**src/rtl/isa_pkg.sv**
```systemverilog
package isa_pkg;

    localparam int ISA_WIDTH           = 32;   // data and instruction width
    localparam int REG_FILE_ADDR_WIDTH = 5;    // register index width
    localparam int ADDRESS_WIDTH       = 26;   // j / jal target field
    localparam int LINK_REG            = 31;   // jal writes the return address here

    typedef enum logic [5:0] {
        op_rtype = 6'h00,                       // decoded further by funct
        op_j     = 6'h02,
        op_jal   = 6'h03,
        op_beq   = 6'h04,
        op_bne   = 6'h05,
        op_addi  = 6'h08,
        op_slti  = 6'h0a,
        op_andi  = 6'h0c,
        op_ori   = 6'h0d,
        op_lui   = 6'h0f,
        op_lw    = 6'h23,
        op_sw    = 6'h2b
    } opcode_t;

    typedef enum logic [5:0] {
        fn_jr  = 6'h08,
        fn_add = 6'h20,
        fn_sub = 6'h22,
        fn_and = 6'h24,
        fn_or  = 6'h25,
        fn_slt = 6'h2a
    } funct_t;

    // operation handed to execute
    typedef enum logic [2:0] {
        alu_add = 3'd0,                         // also address calc and pc + 4
        alu_sub = 3'd1,
        alu_and = 3'd2,
        alu_or  = 3'd3,
        alu_slt = 3'd4,
        alu_lui = 3'd5                          // operand 2 shifted into upper half
    } alu_op_t;

endpackage

```
**src/rtl/control_unit.sv**
```systemverilog
`timescale 1ns/1ps

module control_unit (
    input  logic [isa_pkg::ISA_WIDTH-1:0] id_instruction,        // fetched instruction
    output logic                          i_type_instruction,    // any I type, incl lw/sw/beq/bne
    output logic                          r_type_instruction,    // arithmetic R type, not jr
    output logic                          j_instruction,
    output logic                          jr_instruction,
    output logic                          jal_instruction,
    output logic                          branch_instruction,    // beq or bne
    output logic                          store_instruction,
    output logic                          load_instruction,
    output isa_pkg::alu_op_t              alu_op,                // for execute
    output logic                          reg_write,             // instruction writes a register
    output logic [isa_pkg::ISA_WIDTH-1:0] id_sign_extend_result  // extended 16 bit immediate
);
    import isa_pkg::*;

    opcode_t opcode;
    funct_t  funct;
    logic    zero_extend;

    assign opcode      = opcode_t'(id_instruction[31:26]);
    assign funct       = funct_t'(id_instruction[5:0]);
    assign zero_extend = opcode inside {op_andi, op_ori, op_lui};  // logical immediates

    assign id_sign_extend_result = zero_extend ?
        {{(ISA_WIDTH-16){1'b0}}, id_instruction[15:0]} :
        {{(ISA_WIDTH-16){id_instruction[15]}}, id_instruction[15:0]};

    always_comb begin
        i_type_instruction = 1'b0;              // unknown code falls through as a no-op
        r_type_instruction = 1'b0;
        j_instruction      = 1'b0;
        jr_instruction     = 1'b0;
        jal_instruction    = 1'b0;
        branch_instruction = 1'b0;
        store_instruction  = 1'b0;
        load_instruction   = 1'b0;
        reg_write          = 1'b0;
        alu_op             = alu_add;
        case (opcode)
            op_rtype: begin
                r_type_instruction = (funct inside {fn_add, fn_sub, fn_and, fn_or, fn_slt});
                jr_instruction     = (funct == fn_jr);
                reg_write          = r_type_instruction;  // jr writes nothing
                case (funct)
                    fn_sub:  alu_op = alu_sub;
                    fn_and:  alu_op = alu_and;
                    fn_or:   alu_op = alu_or;
                    fn_slt:  alu_op = alu_slt;
                    default: alu_op = alu_add;
                endcase
            end
            op_addi, op_slti, op_andi, op_ori, op_lui, op_lw: begin
                i_type_instruction = 1'b1;
                reg_write          = 1'b1;
                load_instruction   = (opcode == op_lw);
            end
            op_sw: begin
                i_type_instruction = 1'b1;
                store_instruction  = 1'b1;
            end
            op_beq, op_bne: begin
                i_type_instruction = 1'b1;
                branch_instruction = 1'b1;
                alu_op             = alu_sub;   // compare passed on as a subtract
            end
            op_j:    j_instruction = 1'b1;
            op_jal: begin
                jal_instruction = 1'b1;
                reg_write       = 1'b1;         // link written via pc + 4
            end
            default: ;
        endcase
        case (opcode)                           // alu override for immediate forms
            op_slti: alu_op = alu_slt;
            op_andi: alu_op = alu_and;
            op_ori:  alu_op = alu_or;
            op_lui:  alu_op = alu_lui;
            default: ;
        endcase
    end

    // redirect sources are exclusive
    always_comb begin
        assert ($onehot0({j_instruction, jal_instruction, jr_instruction}))
            else $error("control_unit: more than one jump class decoded");
    end

endmodule

```
**src/rtl/general_reg.sv**
```systemverilog
`timescale 1ns/1ps

module general_reg (
    input  logic                                   clk,
    input  logic                                   rst,
    input  logic [isa_pkg::REG_FILE_ADDR_WIDTH-1:0] rs_idx,   // instruction rs field
    input  logic [isa_pkg::REG_FILE_ADDR_WIDTH-1:0] rt_idx,   // instruction rt field
    input  logic                                   wb_we,    // write-back enable
    input  logic [isa_pkg::REG_FILE_ADDR_WIDTH-1:0] wb_idx,
    input  logic [isa_pkg::ISA_WIDTH-1:0]           wb_data,
    output logic [isa_pkg::ISA_WIDTH-1:0]           id_reg_1, // value of rs
    output logic [isa_pkg::ISA_WIDTH-1:0]           id_reg_2  // value of rt
);
    import isa_pkg::*;

    logic [ISA_WIDTH-1:0] regs [0:(1 << REG_FILE_ADDR_WIDTH)-1];
    logic                 wb_live;

    assign wb_live = wb_we && (wb_idx != '0);  // writes to r0 are dropped

    always_ff @(posedge clk) begin
        if (rst) begin
            for (int i = 0; i < (1 << REG_FILE_ADDR_WIDTH); i++) begin
                regs[i] <= '0;
            end
        end else if (wb_live) begin
            regs[wb_idx] <= wb_data;
        end
    end

    // write-through so decode sees this cycle's write-back
    assign id_reg_1 = (rs_idx == '0) ? '0 : (wb_live && wb_idx == rs_idx) ? wb_data : regs[rs_idx];
    assign id_reg_2 = (rt_idx == '0) ? '0 : (wb_live && wb_idx == rt_idx) ? wb_data : regs[rt_idx];

    // r0 stays zero whatever write-back did before
    assert property (@(posedge clk) disable iff (rst) (rs_idx == '0) |-> (id_reg_1 == '0))
        else $error("general_reg: r0 read nonzero");

endmodule

```
**src/rtl/condition_check.sv**
```systemverilog
`timescale 1ns/1ps

module condition_check (
    input  isa_pkg::opcode_t              opcode,              // primary opcode field
    input  logic                          branch_instruction,  // beq or bne decoded
    input  logic [isa_pkg::ISA_WIDTH-1:0] id_reg_1,            // rs value
    input  logic [isa_pkg::ISA_WIDTH-1:0] id_reg_2,            // rt value
    output logic                          condition_satisfied  // branch is taken
);
    import isa_pkg::*;

    logic regs_equal;

    assign regs_equal = (id_reg_1 == id_reg_2);

    always_comb begin
        condition_satisfied = 1'b0;
        if (branch_instruction) begin
            case (opcode)
                op_beq:  condition_satisfied = regs_equal;
                op_bne:  condition_satisfied = !regs_equal;
                default: condition_satisfied = 1'b0;
            endcase
        end
    end

endmodule

```
**src/rtl/signal_mux.sv**
```systemverilog
`timescale 1ns/1ps

module signal_mux (
    input  logic i_type_instruction,    // from control_unit
    input  logic r_type_instruction,
    input  logic j_instruction,
    input  logic jr_instruction,
    input  logic jal_instruction,
    input  logic branch_instruction,
    input  logic store_instruction,
    input  logic condition_satisfied,   // from condition_check
    input  logic [isa_pkg::ISA_WIDTH-1:0]           id_reg_1,              // rs value
    input  logic [isa_pkg::ISA_WIDTH-1:0]           id_reg_2,              // rt value
    input  logic [isa_pkg::ISA_WIDTH-1:0]           id_pc,
    input  logic [isa_pkg::ISA_WIDTH-1:0]           id_instruction,
    input  logic [isa_pkg::ISA_WIDTH-1:0]           id_sign_extend_result,
    input  logic [isa_pkg::REG_FILE_ADDR_WIDTH-1:0] id_reg_1_idx,          // rs field
    input  logic [isa_pkg::REG_FILE_ADDR_WIDTH-1:0] id_reg_2_idx,          // rt field
    input  logic [isa_pkg::REG_FILE_ADDR_WIDTH-1:0] id_reg_dest_idx,       // rd field
    output logic                                    pc_offset,             // taken branch to fetch
    output logic                                    pc_overload,           // jump to fetch
    output logic [isa_pkg::ISA_WIDTH-1:0]           pc_overload_value,     // jump target
    output logic [isa_pkg::ISA_WIDTH-1:0]           mux_operand_1,
    output logic [isa_pkg::ISA_WIDTH-1:0]           mux_operand_2,         // also branch offset
    output logic [isa_pkg::REG_FILE_ADDR_WIDTH-1:0] mux_reg_1_idx,
    output logic [isa_pkg::REG_FILE_ADDR_WIDTH-1:0] mux_reg_2_idx,
    output logic [isa_pkg::REG_FILE_ADDR_WIDTH-1:0] mux_reg_dest_idx,
    output logic                                    reg_1_valid,           // rs is a real source
    output logic                                    reg_2_valid            // rt is a real source
);
    import isa_pkg::*;

    logic no_dest;                                  // store or branch
    logic j_type_direct;                            // j or jal, target in the word

    assign no_dest       = store_instruction | branch_instruction;
    assign j_type_direct = j_instruction | jal_instruction;

    assign reg_1_valid = r_type_instruction | i_type_instruction | jr_instruction;
    assign reg_2_valid = r_type_instruction | no_dest;   // sw data, branch compare

    assign pc_offset   = condition_satisfied & branch_instruction;
    assign pc_overload = j_type_direct | jr_instruction;
    assign pc_overload_value = j_type_direct ?
        {id_pc[ISA_WIDTH-1:ADDRESS_WIDTH+2], id_instruction[ADDRESS_WIDTH-1:0], 2'b00} :
        id_reg_1;                                   // jr jumps to rs

    assign mux_operand_1 = jal_instruction ? id_pc : id_reg_1;
    assign mux_operand_2 = i_type_instruction ? id_sign_extend_result :
                           jal_instruction    ? ISA_WIDTH'(4)         : id_reg_2;

    assign mux_reg_1_idx = reg_1_valid ? id_reg_1_idx : '0;  // unused source reads as r0
    assign mux_reg_2_idx = reg_2_valid ? id_reg_2_idx : '0;

    always_comb begin
        if (no_dest)                 mux_reg_dest_idx = '0;
        else if (i_type_instruction) mux_reg_dest_idx = id_reg_2_idx;  // rt
        else if (jal_instruction)    mux_reg_dest_idx = REG_FILE_ADDR_WIDTH'(LINK_REG);
        else if (r_type_instruction) mux_reg_dest_idx = id_reg_dest_idx;  // rd
        else                         mux_reg_dest_idx = '0;  // j, jr and no-ops
    end

    // fetch gets one redirect kind at a time
    always_comb begin
        assert (!(pc_offset && pc_overload))
            else $error("signal_mux: branch and jump redirect together");
    end

endmodule

```
**src/rtl/hazard_unit.sv**
```systemverilog
`timescale 1ns/1ps

module hazard_unit (
    input  logic [isa_pkg::REG_FILE_ADDR_WIDTH-1:0] mux_reg_1_idx,    // decode source 1
    input  logic [isa_pkg::REG_FILE_ADDR_WIDTH-1:0] mux_reg_2_idx,    // decode source 2
    input  logic                                    reg_1_valid,
    input  logic                                    reg_2_valid,
    input  logic                                    ex_mem_read,      // lw sitting in execute
    input  logic [isa_pkg::REG_FILE_ADDR_WIDTH-1:0] ex_reg_dest_idx,  // its destination
    output logic                                    stall             // hold decode a cycle
);

    logic hit_1;
    logic hit_2;

    assign hit_1 = reg_1_valid && (mux_reg_1_idx == ex_reg_dest_idx);
    assign hit_2 = reg_2_valid && (mux_reg_2_idx == ex_reg_dest_idx);

    // load result is not ready for forwarding yet
    assign stall = ex_mem_read && (ex_reg_dest_idx != '0) && (hit_1 || hit_2);

    always_comb begin
        assert (!stall || ex_mem_read)
            else $error("hazard_unit: stall without a load in execute");
    end

endmodule

```
**src/rtl/id_ex_reg.sv**
```systemverilog
`timescale 1ns/1ps

module id_ex_reg (
    input  logic                                    clk,
    input  logic                                    rst,
    input  logic                                    stall,            // load a bubble
    input  logic [isa_pkg::ISA_WIDTH-1:0]           mux_operand_1,
    input  logic [isa_pkg::ISA_WIDTH-1:0]           mux_operand_2,
    input  logic [isa_pkg::REG_FILE_ADDR_WIDTH-1:0] mux_reg_1_idx,
    input  logic [isa_pkg::REG_FILE_ADDR_WIDTH-1:0] mux_reg_2_idx,
    input  logic [isa_pkg::REG_FILE_ADDR_WIDTH-1:0] mux_reg_dest_idx,
    input  isa_pkg::alu_op_t                        alu_op,
    input  logic                                    reg_write,
    input  logic                                    mem_read,         // lw
    input  logic                                    mem_write,        // sw
    output logic [isa_pkg::ISA_WIDTH-1:0]           ex_operand_1,
    output logic [isa_pkg::ISA_WIDTH-1:0]           ex_operand_2,
    output logic [isa_pkg::REG_FILE_ADDR_WIDTH-1:0] ex_reg_1_idx,
    output logic [isa_pkg::REG_FILE_ADDR_WIDTH-1:0] ex_reg_2_idx,
    output logic [isa_pkg::REG_FILE_ADDR_WIDTH-1:0] ex_reg_dest_idx,
    output isa_pkg::alu_op_t                        ex_alu_op,
    output logic                                    ex_reg_write,
    output logic                                    ex_mem_read,
    output logic                                    ex_mem_write
);
    import isa_pkg::*;

    always_ff @(posedge clk) begin
        if (rst || stall) begin                 // bubble is a clean no-op
            ex_operand_1    <= '0;
            ex_operand_2    <= '0;
            ex_reg_1_idx    <= '0;
            ex_reg_2_idx    <= '0;
            ex_reg_dest_idx <= '0;
            ex_alu_op       <= alu_add;
            ex_reg_write    <= 1'b0;
            ex_mem_read     <= 1'b0;
            ex_mem_write    <= 1'b0;
        end else begin
            ex_operand_1    <= mux_operand_1;
            ex_operand_2    <= mux_operand_2;
            ex_reg_1_idx    <= mux_reg_1_idx;
            ex_reg_2_idx    <= mux_reg_2_idx;
            ex_reg_dest_idx <= mux_reg_dest_idx;
            ex_alu_op       <= alu_op;
            ex_reg_write    <= reg_write;
            ex_mem_read     <= mem_read;
            ex_mem_write    <= mem_write;
        end
    end

    // a stalled slot never writes back
    assert property (@(posedge clk) disable iff (rst) stall |=> !ex_reg_write)
        else $error("id_ex_reg: bubble carried a register write");

endmodule

```
**src/rtl/decode_stage.sv**
```systemverilog
`timescale 1ns/1ps

module decode_stage (
    input  logic                                    clk,
    input  logic                                    rst,
    input  logic [isa_pkg::ISA_WIDTH-1:0]           id_instruction,     // from fetch
    input  logic [isa_pkg::ISA_WIDTH-1:0]           id_pc,
    input  logic                                    wb_we,              // write-back port
    input  logic [isa_pkg::REG_FILE_ADDR_WIDTH-1:0] wb_idx,
    input  logic [isa_pkg::ISA_WIDTH-1:0]           wb_data,
    output logic                                    pc_offset,          // redirect to fetch
    output logic                                    pc_overload,
    output logic [isa_pkg::ISA_WIDTH-1:0]           pc_overload_value,
    output logic [isa_pkg::ISA_WIDTH-1:0]           pc_offset_value,
    output logic                                    stall,
    output logic [isa_pkg::ISA_WIDTH-1:0]           ex_operand_1,       // to execute
    output logic [isa_pkg::ISA_WIDTH-1:0]           ex_operand_2,
    output logic [isa_pkg::REG_FILE_ADDR_WIDTH-1:0] ex_reg_1_idx,
    output logic [isa_pkg::REG_FILE_ADDR_WIDTH-1:0] ex_reg_2_idx,
    output logic [isa_pkg::REG_FILE_ADDR_WIDTH-1:0] ex_reg_dest_idx,
    output isa_pkg::alu_op_t                        ex_alu_op,
    output logic                                    ex_reg_write,
    output logic                                    ex_mem_read,
    output logic                                    ex_mem_write
);
    import isa_pkg::*;

    logic i_type, r_type, j_ins, jr_ins, jal_ins, branch, store, load;
    alu_op_t                      alu_op;
    logic                         reg_write, condition_satisfied, reg_1_valid, reg_2_valid;
    logic [ISA_WIDTH-1:0]           extended_imm, id_reg_1, id_reg_2, mux_operand_1;
    logic [REG_FILE_ADDR_WIDTH-1:0] mux_reg_1_idx, mux_reg_2_idx, mux_reg_dest_idx;

    control_unit u_control (.id_instruction, .i_type_instruction(i_type),
        .r_type_instruction(r_type), .j_instruction(j_ins), .jr_instruction(jr_ins),
        .jal_instruction(jal_ins), .branch_instruction(branch), .store_instruction(store),
        .load_instruction(load), .alu_op, .reg_write, .id_sign_extend_result(extended_imm));

    general_reg u_regs (.clk, .rst, .rs_idx(id_instruction[25:21]),
        .rt_idx(id_instruction[20:16]), .wb_we, .wb_idx, .wb_data, .id_reg_1, .id_reg_2);

    condition_check u_cond (.opcode(opcode_t'(id_instruction[31:26])),
        .branch_instruction(branch), .id_reg_1, .id_reg_2, .condition_satisfied);

    // operand 2 is also the branch offset seen by fetch
    signal_mux u_mux (.i_type_instruction(i_type), .r_type_instruction(r_type),
        .j_instruction(j_ins), .jr_instruction(jr_ins), .jal_instruction(jal_ins),
        .branch_instruction(branch), .store_instruction(store), .condition_satisfied,
        .id_reg_1, .id_reg_2, .id_pc, .id_instruction, .id_sign_extend_result(extended_imm),
        .id_reg_1_idx(id_instruction[25:21]), .id_reg_2_idx(id_instruction[20:16]),
        .id_reg_dest_idx(id_instruction[15:11]), .pc_offset, .pc_overload, .pc_overload_value,
        .mux_operand_1, .mux_operand_2(pc_offset_value), .mux_reg_1_idx, .mux_reg_2_idx,
        .mux_reg_dest_idx, .reg_1_valid, .reg_2_valid);

    hazard_unit u_hazard (.mux_reg_1_idx, .mux_reg_2_idx, .reg_1_valid, .reg_2_valid,
        .ex_mem_read, .ex_reg_dest_idx, .stall);

    id_ex_reg u_id_ex (.clk, .rst, .stall, .mux_operand_1, .mux_operand_2(pc_offset_value),
        .mux_reg_1_idx, .mux_reg_2_idx, .mux_reg_dest_idx, .alu_op, .reg_write,
        .mem_read(load), .mem_write(store), .ex_operand_1, .ex_operand_2, .ex_reg_1_idx,
        .ex_reg_2_idx, .ex_reg_dest_idx, .ex_alu_op, .ex_reg_write, .ex_mem_read, .ex_mem_write);

endmodule

```
**config.mk**
```make
export PLATFORM = sky130hd
export DESIGN_NAME = decode_stage
export DESIGN_NICKNAME = d
export VERILOG_FILES = /design/src/rtl/isa_pkg.sv /design/src/rtl/control_unit.sv /design/src/rtl/general_reg.sv /design/src/rtl/condition_check.sv /design/src/rtl/signal_mux.sv /design/src/rtl/hazard_unit.sv /design/src/rtl/id_ex_reg.sv /design/src/rtl/decode_stage.sv
export SDC_FILE = /design/constraint.sdc
export NUM_CORES = 2
export LEC_CHECK = 0
export BUFFER_PORTS_ARGS = -buffer_cell sky130_fd_sc_hd__buf_2
export CAP_MARGIN = 20
export CORE_UTILIZATION = 49
export DETAILED_ROUTE_END_ITERATION = 8
export PLACE_DENSITY_LB_ADDON = 0.12
export SLEW_MARGIN = 40
export SYNTH_ARGS = -nofsm -noshare
export SYNTH_HDL_FRONTEND = slang
export SYNTH_SLANG_ARGS = --single-unit
```
**constraint.sdc**
```tcl
create_clock -name clk -period 7.1 [get_ports clk]
set_clock_uncertainty 0.2 [all_clocks]
set_input_delay 0 -clock clk [delete_from_list [all_inputs] [get_ports clk]]
set_output_delay 0 -clock clk [all_outputs]
set_load 0.1 [all_outputs]
```
## Yosys cells after proc, flatten, opt, wreduce, memory -nomap -nowiden

Memories as Yosys holds them, arrays and structs flattened.
Index checks and enable logic that the tools add are counted.

| storage, ports and cells | value |
|---|---|
| flip-flop bits (word level) | 85 |
| RAM bits | 1,024 |
| input bits | 104 |
| output and inout port bits | 152 |
| logic and storage cells | 99 |
| memories kept | 1 |

| cells by class | value |
|---|---|
| equal/unequal tests | 22 |
| mux-type cells | 35 |
| bitwise gates (word level) | 8 |
| reduce and logical (&&, ||, !) cells | 24 |

Memories:

| memory | depth | width | read ports | clocked after Yosys merged registers in | write ports | line | RTL |
|---|---|---|---|---|---|---|---|
| u_regs.regs | 32 | 32 | 2 | 0 | 32 | general_reg.sv:16 | `logic [ISA_WIDTH-1:0] regs [0:(1 << REG_FILE_ADDR_WIDTH)-1];` |

Operators with widths:

| cell | count |
|---|---|
| $mux W32 | 10 |
| $eq A6 B6 Y1 const B | 7 |
| $eq A6 B4 Y1 const B | 6 |
| $eq A32 B32 Y1 | 1 |
| $reduce_or A32 Y1 | 1 |
| $mux W5 | 6 |
| $pmux W3 S4 | 2 |
| $eq A5 B5 Y1 | 4 |
| $reduce_bool A5 Y1 | 3 |
| $mux W1 | 14 |
| $eq A6 B2 Y1 const B | 2 |
| $eq A6 B3 Y1 const B | 2 |
| $logic_not A5 Y1 | 2 |
| $reduce_or A9 Y1 | 1 |
| $logic_and A1 B1 Y1 | 7 |
| $reduce_or A7 Y1 | 1 |
| $logic_not A6 Y1 | 1 |
| $or A1 B1 Y1 | 6 |
| $pmux W3 S2 | 1 |
| $reduce_or A2 Y1 | 3 |
| $reduce_or A6 Y1 | 1 |
| $pmux W1 S2 | 2 |
| $reduce_bool A3 Y1 | 1 |
| $logic_or A1 B1 Y1 | 2 |
| other kinds (3) | 3 |

## Longest topological paths before layout

| depth | value |
|---|---|
| word-level depth | 12 |
| depth in mapped cells | 15 |
| mapped depth without buffers | 10 |

## Cells and area by module

A second synthesis with hierarchy kept.

| second synthesis, totals | value |
|---|---|
| cell total of the unflattened synthesis | 4,402 |
| area, all modules | 61,037.3 um^2 |

By module, submodules not included:

| module | instances | cells each | area an instance (um^2) | seq. area each (um^2) |
|---|---|---|---|---|
| general_reg | 1 | 3,918 | 55,723.4 | 30,749.5 |
| id_ex_reg | 1 | 188 | 2,748.9 | 1,701.6 |
| signal_mux | 1 | 146 | 1,441.4 | 0.0 |
| control_unit | 1 | 85 | 603.1 | 0.0 |
| condition_check | 1 | 48 | 386.6 | 0.0 |
| hazard_unit | 1 | 17 | 133.9 | 0.0 |

## Least setup slack after synthesis

No wires, ideal clock.

| timing | value |
|---|---|
| path kind | input-to-reg |
| start | in id_instruction[17] (netlist name) |
| end | reg u_id_ex.ex_operand_2[10] (netlist name) |
| setup time | 0.095 ns |
| data arrival time | 4.025 ns |
| slack | 2.780 ns |
| stages on the path | 11 |
| path buffers | 5 |
| path through | buf_4 buf_6 buf_4 buf_2 buf_1 mux4_2 mux2i_1 o21ai_0 a32oi_1 o21ai_0 nor3b_1 |

| on the way | value |
|---|---|
| longest elaborated chain between the ends | 6 |
| elaborated cells on any way between the ends | 14 |

Ends and longest elaborated chain:

| item | line | RTL |
|---|---|---|
| start, declared | decode_stage.sv:6 | `input logic [isa_pkg::ISA_WIDTH-1:0] id_instruction,` |
| branches (longest 3 deep; another with $mem_v2 Z32 W32) | - |  |
| $mux W32 * | general_reg.sv:33 | `assign id_reg_2 = (rt_idx == '0) ? '0 : (wb_live && wb_idx == rt_idx) ? wb_data : regs[rt_idx];` |
| $mux W32 * | signal_mux.sv:50 | `jal_instruction ? ISA_WIDTH'(4) : id_reg_2;` |
| $mux W32 * | signal_mux.sv:49 | `assign mux_operand_2 = i_type_instruction ? id_sign_extend_result :` |
| net pc_offset_value (one bit) | decode_stage.sv:14 | `output logic [isa_pkg::ISA_WIDTH-1:0] pc_offset_value,` |
| end signal, assigned | id_ex_reg.sv:41 | `ex_operand_2 <= mux_operand_2;` |
| end, declared | id_ex_reg.sv:17 | `output logic [isa_pkg::ISA_WIDTH-1:0] ex_operand_2,` |

Mark *: on every way through the listed nets, which the timed path passes.
A chain may end at the register's enable or synchronous reset.

## Worst setup path in the final report

| timing | value |
|---|---|
| start | in id_instruction[17] (netlist name) |
| end | out pc_offset |

| on the way | value |
|---|---|
| longest elaborated chain between the ends | 9 |
| elaborated cells on any way between the ends | 11 |

Ends and longest elaborated chain:

| item | line | RTL |
|---|---|---|
| branches (longest 3 deep; another with $mem_v2 Z32 W32) | - |  |
| $mux W32 * | general_reg.sv:33 |  |
| $eq A32 B32 Y1 * | condition_check.sv:14 | `assign regs_equal = (id_reg_1 == id_reg_2);` |
| $logic_not A1 Y1 | condition_check.sv:21 | `op_bne: condition_satisfied = !regs_equal;` |
| $pmux W1 S2 * | condition_check.sv:19 | `case (opcode)` |
| $mux W1 * | condition_check.sv:18 | `if (branch_instruction) begin` |
| $and A1 B1 Y1 * | signal_mux.sv:42 | `assign pc_offset = condition_satisfied & branch_instruction;` |
| end, declared | decode_stage.sv:11 | `output logic pc_offset,` |

Mark *: on every way between the ends.

==> summary.txt <==
Worst setup path
  • Worst path max stage delay: 0.67 ns
  • CP required: 6.90 ns
  • Slowest CP cell: nor4_1
  • Worst reg2reg setup slack: 3.06 ns
  • Critical path class: in2out
  • Critical Path Fanout Max: 50
  • CP Launch Type: input pin
  • Reg-to-Reg End: u_id_ex.ex_operand_1[28]$_SDFF_PP0_
  • CP cell instances: dlygate4sd3_1 -> buf_8 -> nand3b_1 -> buf_6 -> buf_4 -> o22ai_1 -> a2111oi_2 -> clkdlybuf4s18_2 -> buf_4 -> o31ai_1 -> xnor2_2 -> nor4_1 -> nand4_1 -> nor2_1 -> mux2i_1 -> buf_2
  • Worst setup EP type: primary output
  • Crit-path leading delay family: buffers and inverters
  • Reg-to-reg startpoint: u_id_ex.ex_reg_dest_idx[2]$_SDFF_PP0_
  • Most frequent CP cell: buf_4
  • FF-to-FF path depth: 8
  • Worst Path Arrival: 5.58 ns
  • Worst path buffer plus inverter count: 7

CTS
  • CTS clk-pin slew, worst paths: 0.06 ns
  • CTS H-tree depth: 3
  • TritonCTS Buffers: 120
  • Clock Tree Root: clkbuf_16
  • CTS tree: yes
  • Clock latency on the worst-skew pair: 0.75 ns
  • Clock sink count: 1,109
  • Clk buf depth: 3
  • Post-CTS resize count: 0

Yosys
  • Cell area after synthesis: 58,850 um2
  • Yosys Warn Count: 0
  • Flop and latch count out of synthesis: 1,109
  • Post-synth EDFFs: 1,024
  • Syn_area_per_cell: 13.90 um2
  • Area share of the largest cell type after synthesis: 52.25%
  • Seq/Total Area, Yosys: 55.14%
  • Synth unique cells: 70
  • Yosys top cell by area: edfxtp_1
  • Cells after Synth: 4,234
  • Top cells by area, synth: edfxtp_1 52%, mux4_2 17%, and2_1 9.7%, dfxtp_1 2.9%, mux2i_1 2.6%
  • Ys async rst share: 0%
  • Top_reg_cell synth: edfxtp_1

Timing
  • Worst Max-Slew Pin Slew: 0.9934 ns
  • Final setup fails: 0
  • Max frequency: 0.1729 GHz
  • Final Hold Vio Count: 0
  • Fin Setup TNS: 0 ns
  • Slew HR: 33.63%
  • Period minus WS final: 5.785 ns
  • Final worst path period share: 81.47%
  • RSZ-0062 raised after global routing: false
  • Worst hold slack: 0.04683 ns
  • Final Max Slew Viols: 0

Global route
  • Initial antenna violation count: 11
  • Gr usage total: 38.12%
  • First-pass GRT wire length: 321.7 mm
  • Vias in the first global route: 41,102
  • Gr ovfl total: 0
  • Largest net degree at the start of global routing: 70

Floorplan
  • Num rows: 126
  • Die area: 121,500 um2
  • Die width: 348.6 um
  • Die Ht: 348.6 um
  • Num ports: 256
  • Core area: 118,600 um2
  • Starting density of the core: 49.64%

Power and ir drop
  • Worst ir drop on vdd: 0.1927 mV
  • Leakage: 24.31 nW
  • Power Density: 261.4 nW/um2
  • Power after layout: 17.91 mW

Routing
  • DR vias/cell: 6.750
  • DR iter-0 viols: 6,776
  • Routed WL: 232.9 mm
  • Vias: 42,384
  • ANT nets after route: 0
  • Avg WL per Cell: 37.10 um
  • Post-route DRC: 0
  • Pre-antenna DRT Iters: 6

Job
  • Maxcap violations: 0

Worst hold path
  • Hold Path Origin: rst
  • Hold path cells: 2
  • Worst Hold Path EP: u_regs.regs[0][17]$_SDFFCE_PN0P_
  • Min-delay worst type: in2reg

Final layout
  • Area Overhead vs Synth: 16.40%
  • Share of layout cells above drive strength 1: 26.67%
  • Post-layout nets: 4,672
  • Final cell count without fillers: 6,279

Placement
  • DPL Wire Length: 143.6 mm
  • Placer Congestion: 0.9717
  • Placed cell count: 5,842
  • IO Port Bufs: 255

Run status
  • Status: completed
## synth_stat cells (15+ instances only)
cell,count
a211oi_1,32
a21oi_1,75
a221oi_1,28
a22o_1,15
a32oi_1,31
and2_1,910
buf_1,26
buf_2,69
buf_4,26
buf_6,21
clkbuf_1,323
dfxtp_1,85
edfxtp_1,1024
mux2_2,67
mux2i_1,151
mux4_2,437
nand2_1,136
nand2b_1,16
nand3_1,38
nor2_1,134
nor2b_1,30
nor3_1,132
o21ai_0,54
o221ai_1,50
o22ai_1,86
or2_2,34
xnor2_1,33
xor2_1,19
## power by group
part | internal (mW) | switching [mW] | leakage [nW]
Combinational | 0.959 | 2.32 | 11.8
Clock | 4.16 | 2.79 | 2.07
Sequential | 7.51 | 0.180 | 10.5
## layout make-up
cell class | count | area (um2)
Multi-Input combinational cell | 2678 | 24720
Fill cell | 9223 | 50050
Antenna cell | 7 | 17.52
Timing Repair Buffer | 646 | 4959
Tap cell | 1600 | 2002
Inverter | 13 | 48.80
Sequential cell | 1109 | 32450
Clock inverter | 78 | 1120
Clock buffer | 148 | 3189
## sequential cells by signal (all words and copies together), names as in the netlist, 3 cells and up
| name | cells |
|---|---|
| u_regs.regs | 1024 |
| u_id_ex.ex_operand_1 | 32 |
| u_id_ex.ex_operand_2 | 32 |
| u_id_ex.ex_reg_1_idx | 5 |
| u_id_ex.ex_reg_2_idx | 5 |
| u_id_ex.ex_reg_dest_idx | 5 |
| u_id_ex.ex_alu_op | 3 |
## repair_timing
action	CTS	global route
hold endpoints to repair	1086	0
hold buffers	203	0
endpoints found under the setup margin	0	0
buffers inserted	0	0
## worst reg2reg max path, stage by stage, from the launching register on
cell and delay [ns]:
dfxtp_1 0.65, xnor2_1 0.18, nand3_1 0.09, nor4_1 0.38, o221a_2 0.52, or2_2 0.73
buf_4 0.46, a21oi_1 0.11, dlygate4sd3_1 0.61
## worst max path at each step
| stage | startpoint | depth (start not counted) | to |
|---|---|---|---|
| after floorplan | id_instruction[17] | 11 | u_id_ex.ex_operand_2[10]$_SDFF_PP0_ |
| after global placement | id_instruction[16] | 12 | pc_offset |
| after detailed placement | id_instruction[23] | 13 | pc_offset |
| after CTS | id_instruction[17] | 16 | pc_offset |
| after global routing | id_instruction[17] | 16 | pc_offset |
| final | id_instruction[17] | 16 | pc_offset |
## cells in the final DEF (no fill, tap or decap), types with 23 or more instances in the layout
cell type	Yosys	final
buf_4	26	172
a221oi_1	28	27
dfxtp_1	85	85
nor2b_1	30	29
nand3_1	38	37
o22ai_1	86	86
mux2_2	67	67
and2_1	910	908
clkbuf_16	0	121
buf_2	69	249
o221ai_1	50	50
xnor2_1	33	32
a211oi_1	32	31
bufinv_16	0	27
o21ai_0	54	43
a32oi_1	31	31
conb_1	1	32
a21oi_1	75	74
clkinv_1	2	23
nor2_1	134	100
nand2_1	136	135
nor3_1	132	119
mux2i_1	151	150
or2_2	34	32
dlygate4sd3_1	0	203
edfxtp_1	1024	1024
mux4_2	437	437
## kinds of logic after synthesis
| family | after synthesis | synth area share [%] |
|---|---|---|
| multiplexers | 655 | 20.57 |
| AO/OA/AOI/OAI | 451 | 5.455 |
| XOR/XNOR | 52 | 0.7739 |
| AND/OR/NAND/NOR | 1488 | 14.42 |
| flip-flops | 1109 | 55.14 |
| other | 1 | 0.006372 |
| buffers and inverters | 478 | 3.629 |
## routing by layer
metal	GRT usage, %	part of all wire [%]
met5	0	0.025
met4	17.36	4.9
met3	12.21	14
met2	57.09	44
met1	50.71	37
## metrics by stage
step                      area [um2]  setup slack, ns  util [%]
final                          68510            1.315     57.78
after detailed placement       62070            2.044     52.36
after global placement         61910            1.301     52.22
after CTS                      68410            1.580     57.71
after global routing           68490            1.401     57.77
after floorplan                58970            2.780         -
Power figures use the tool's default switching activity.
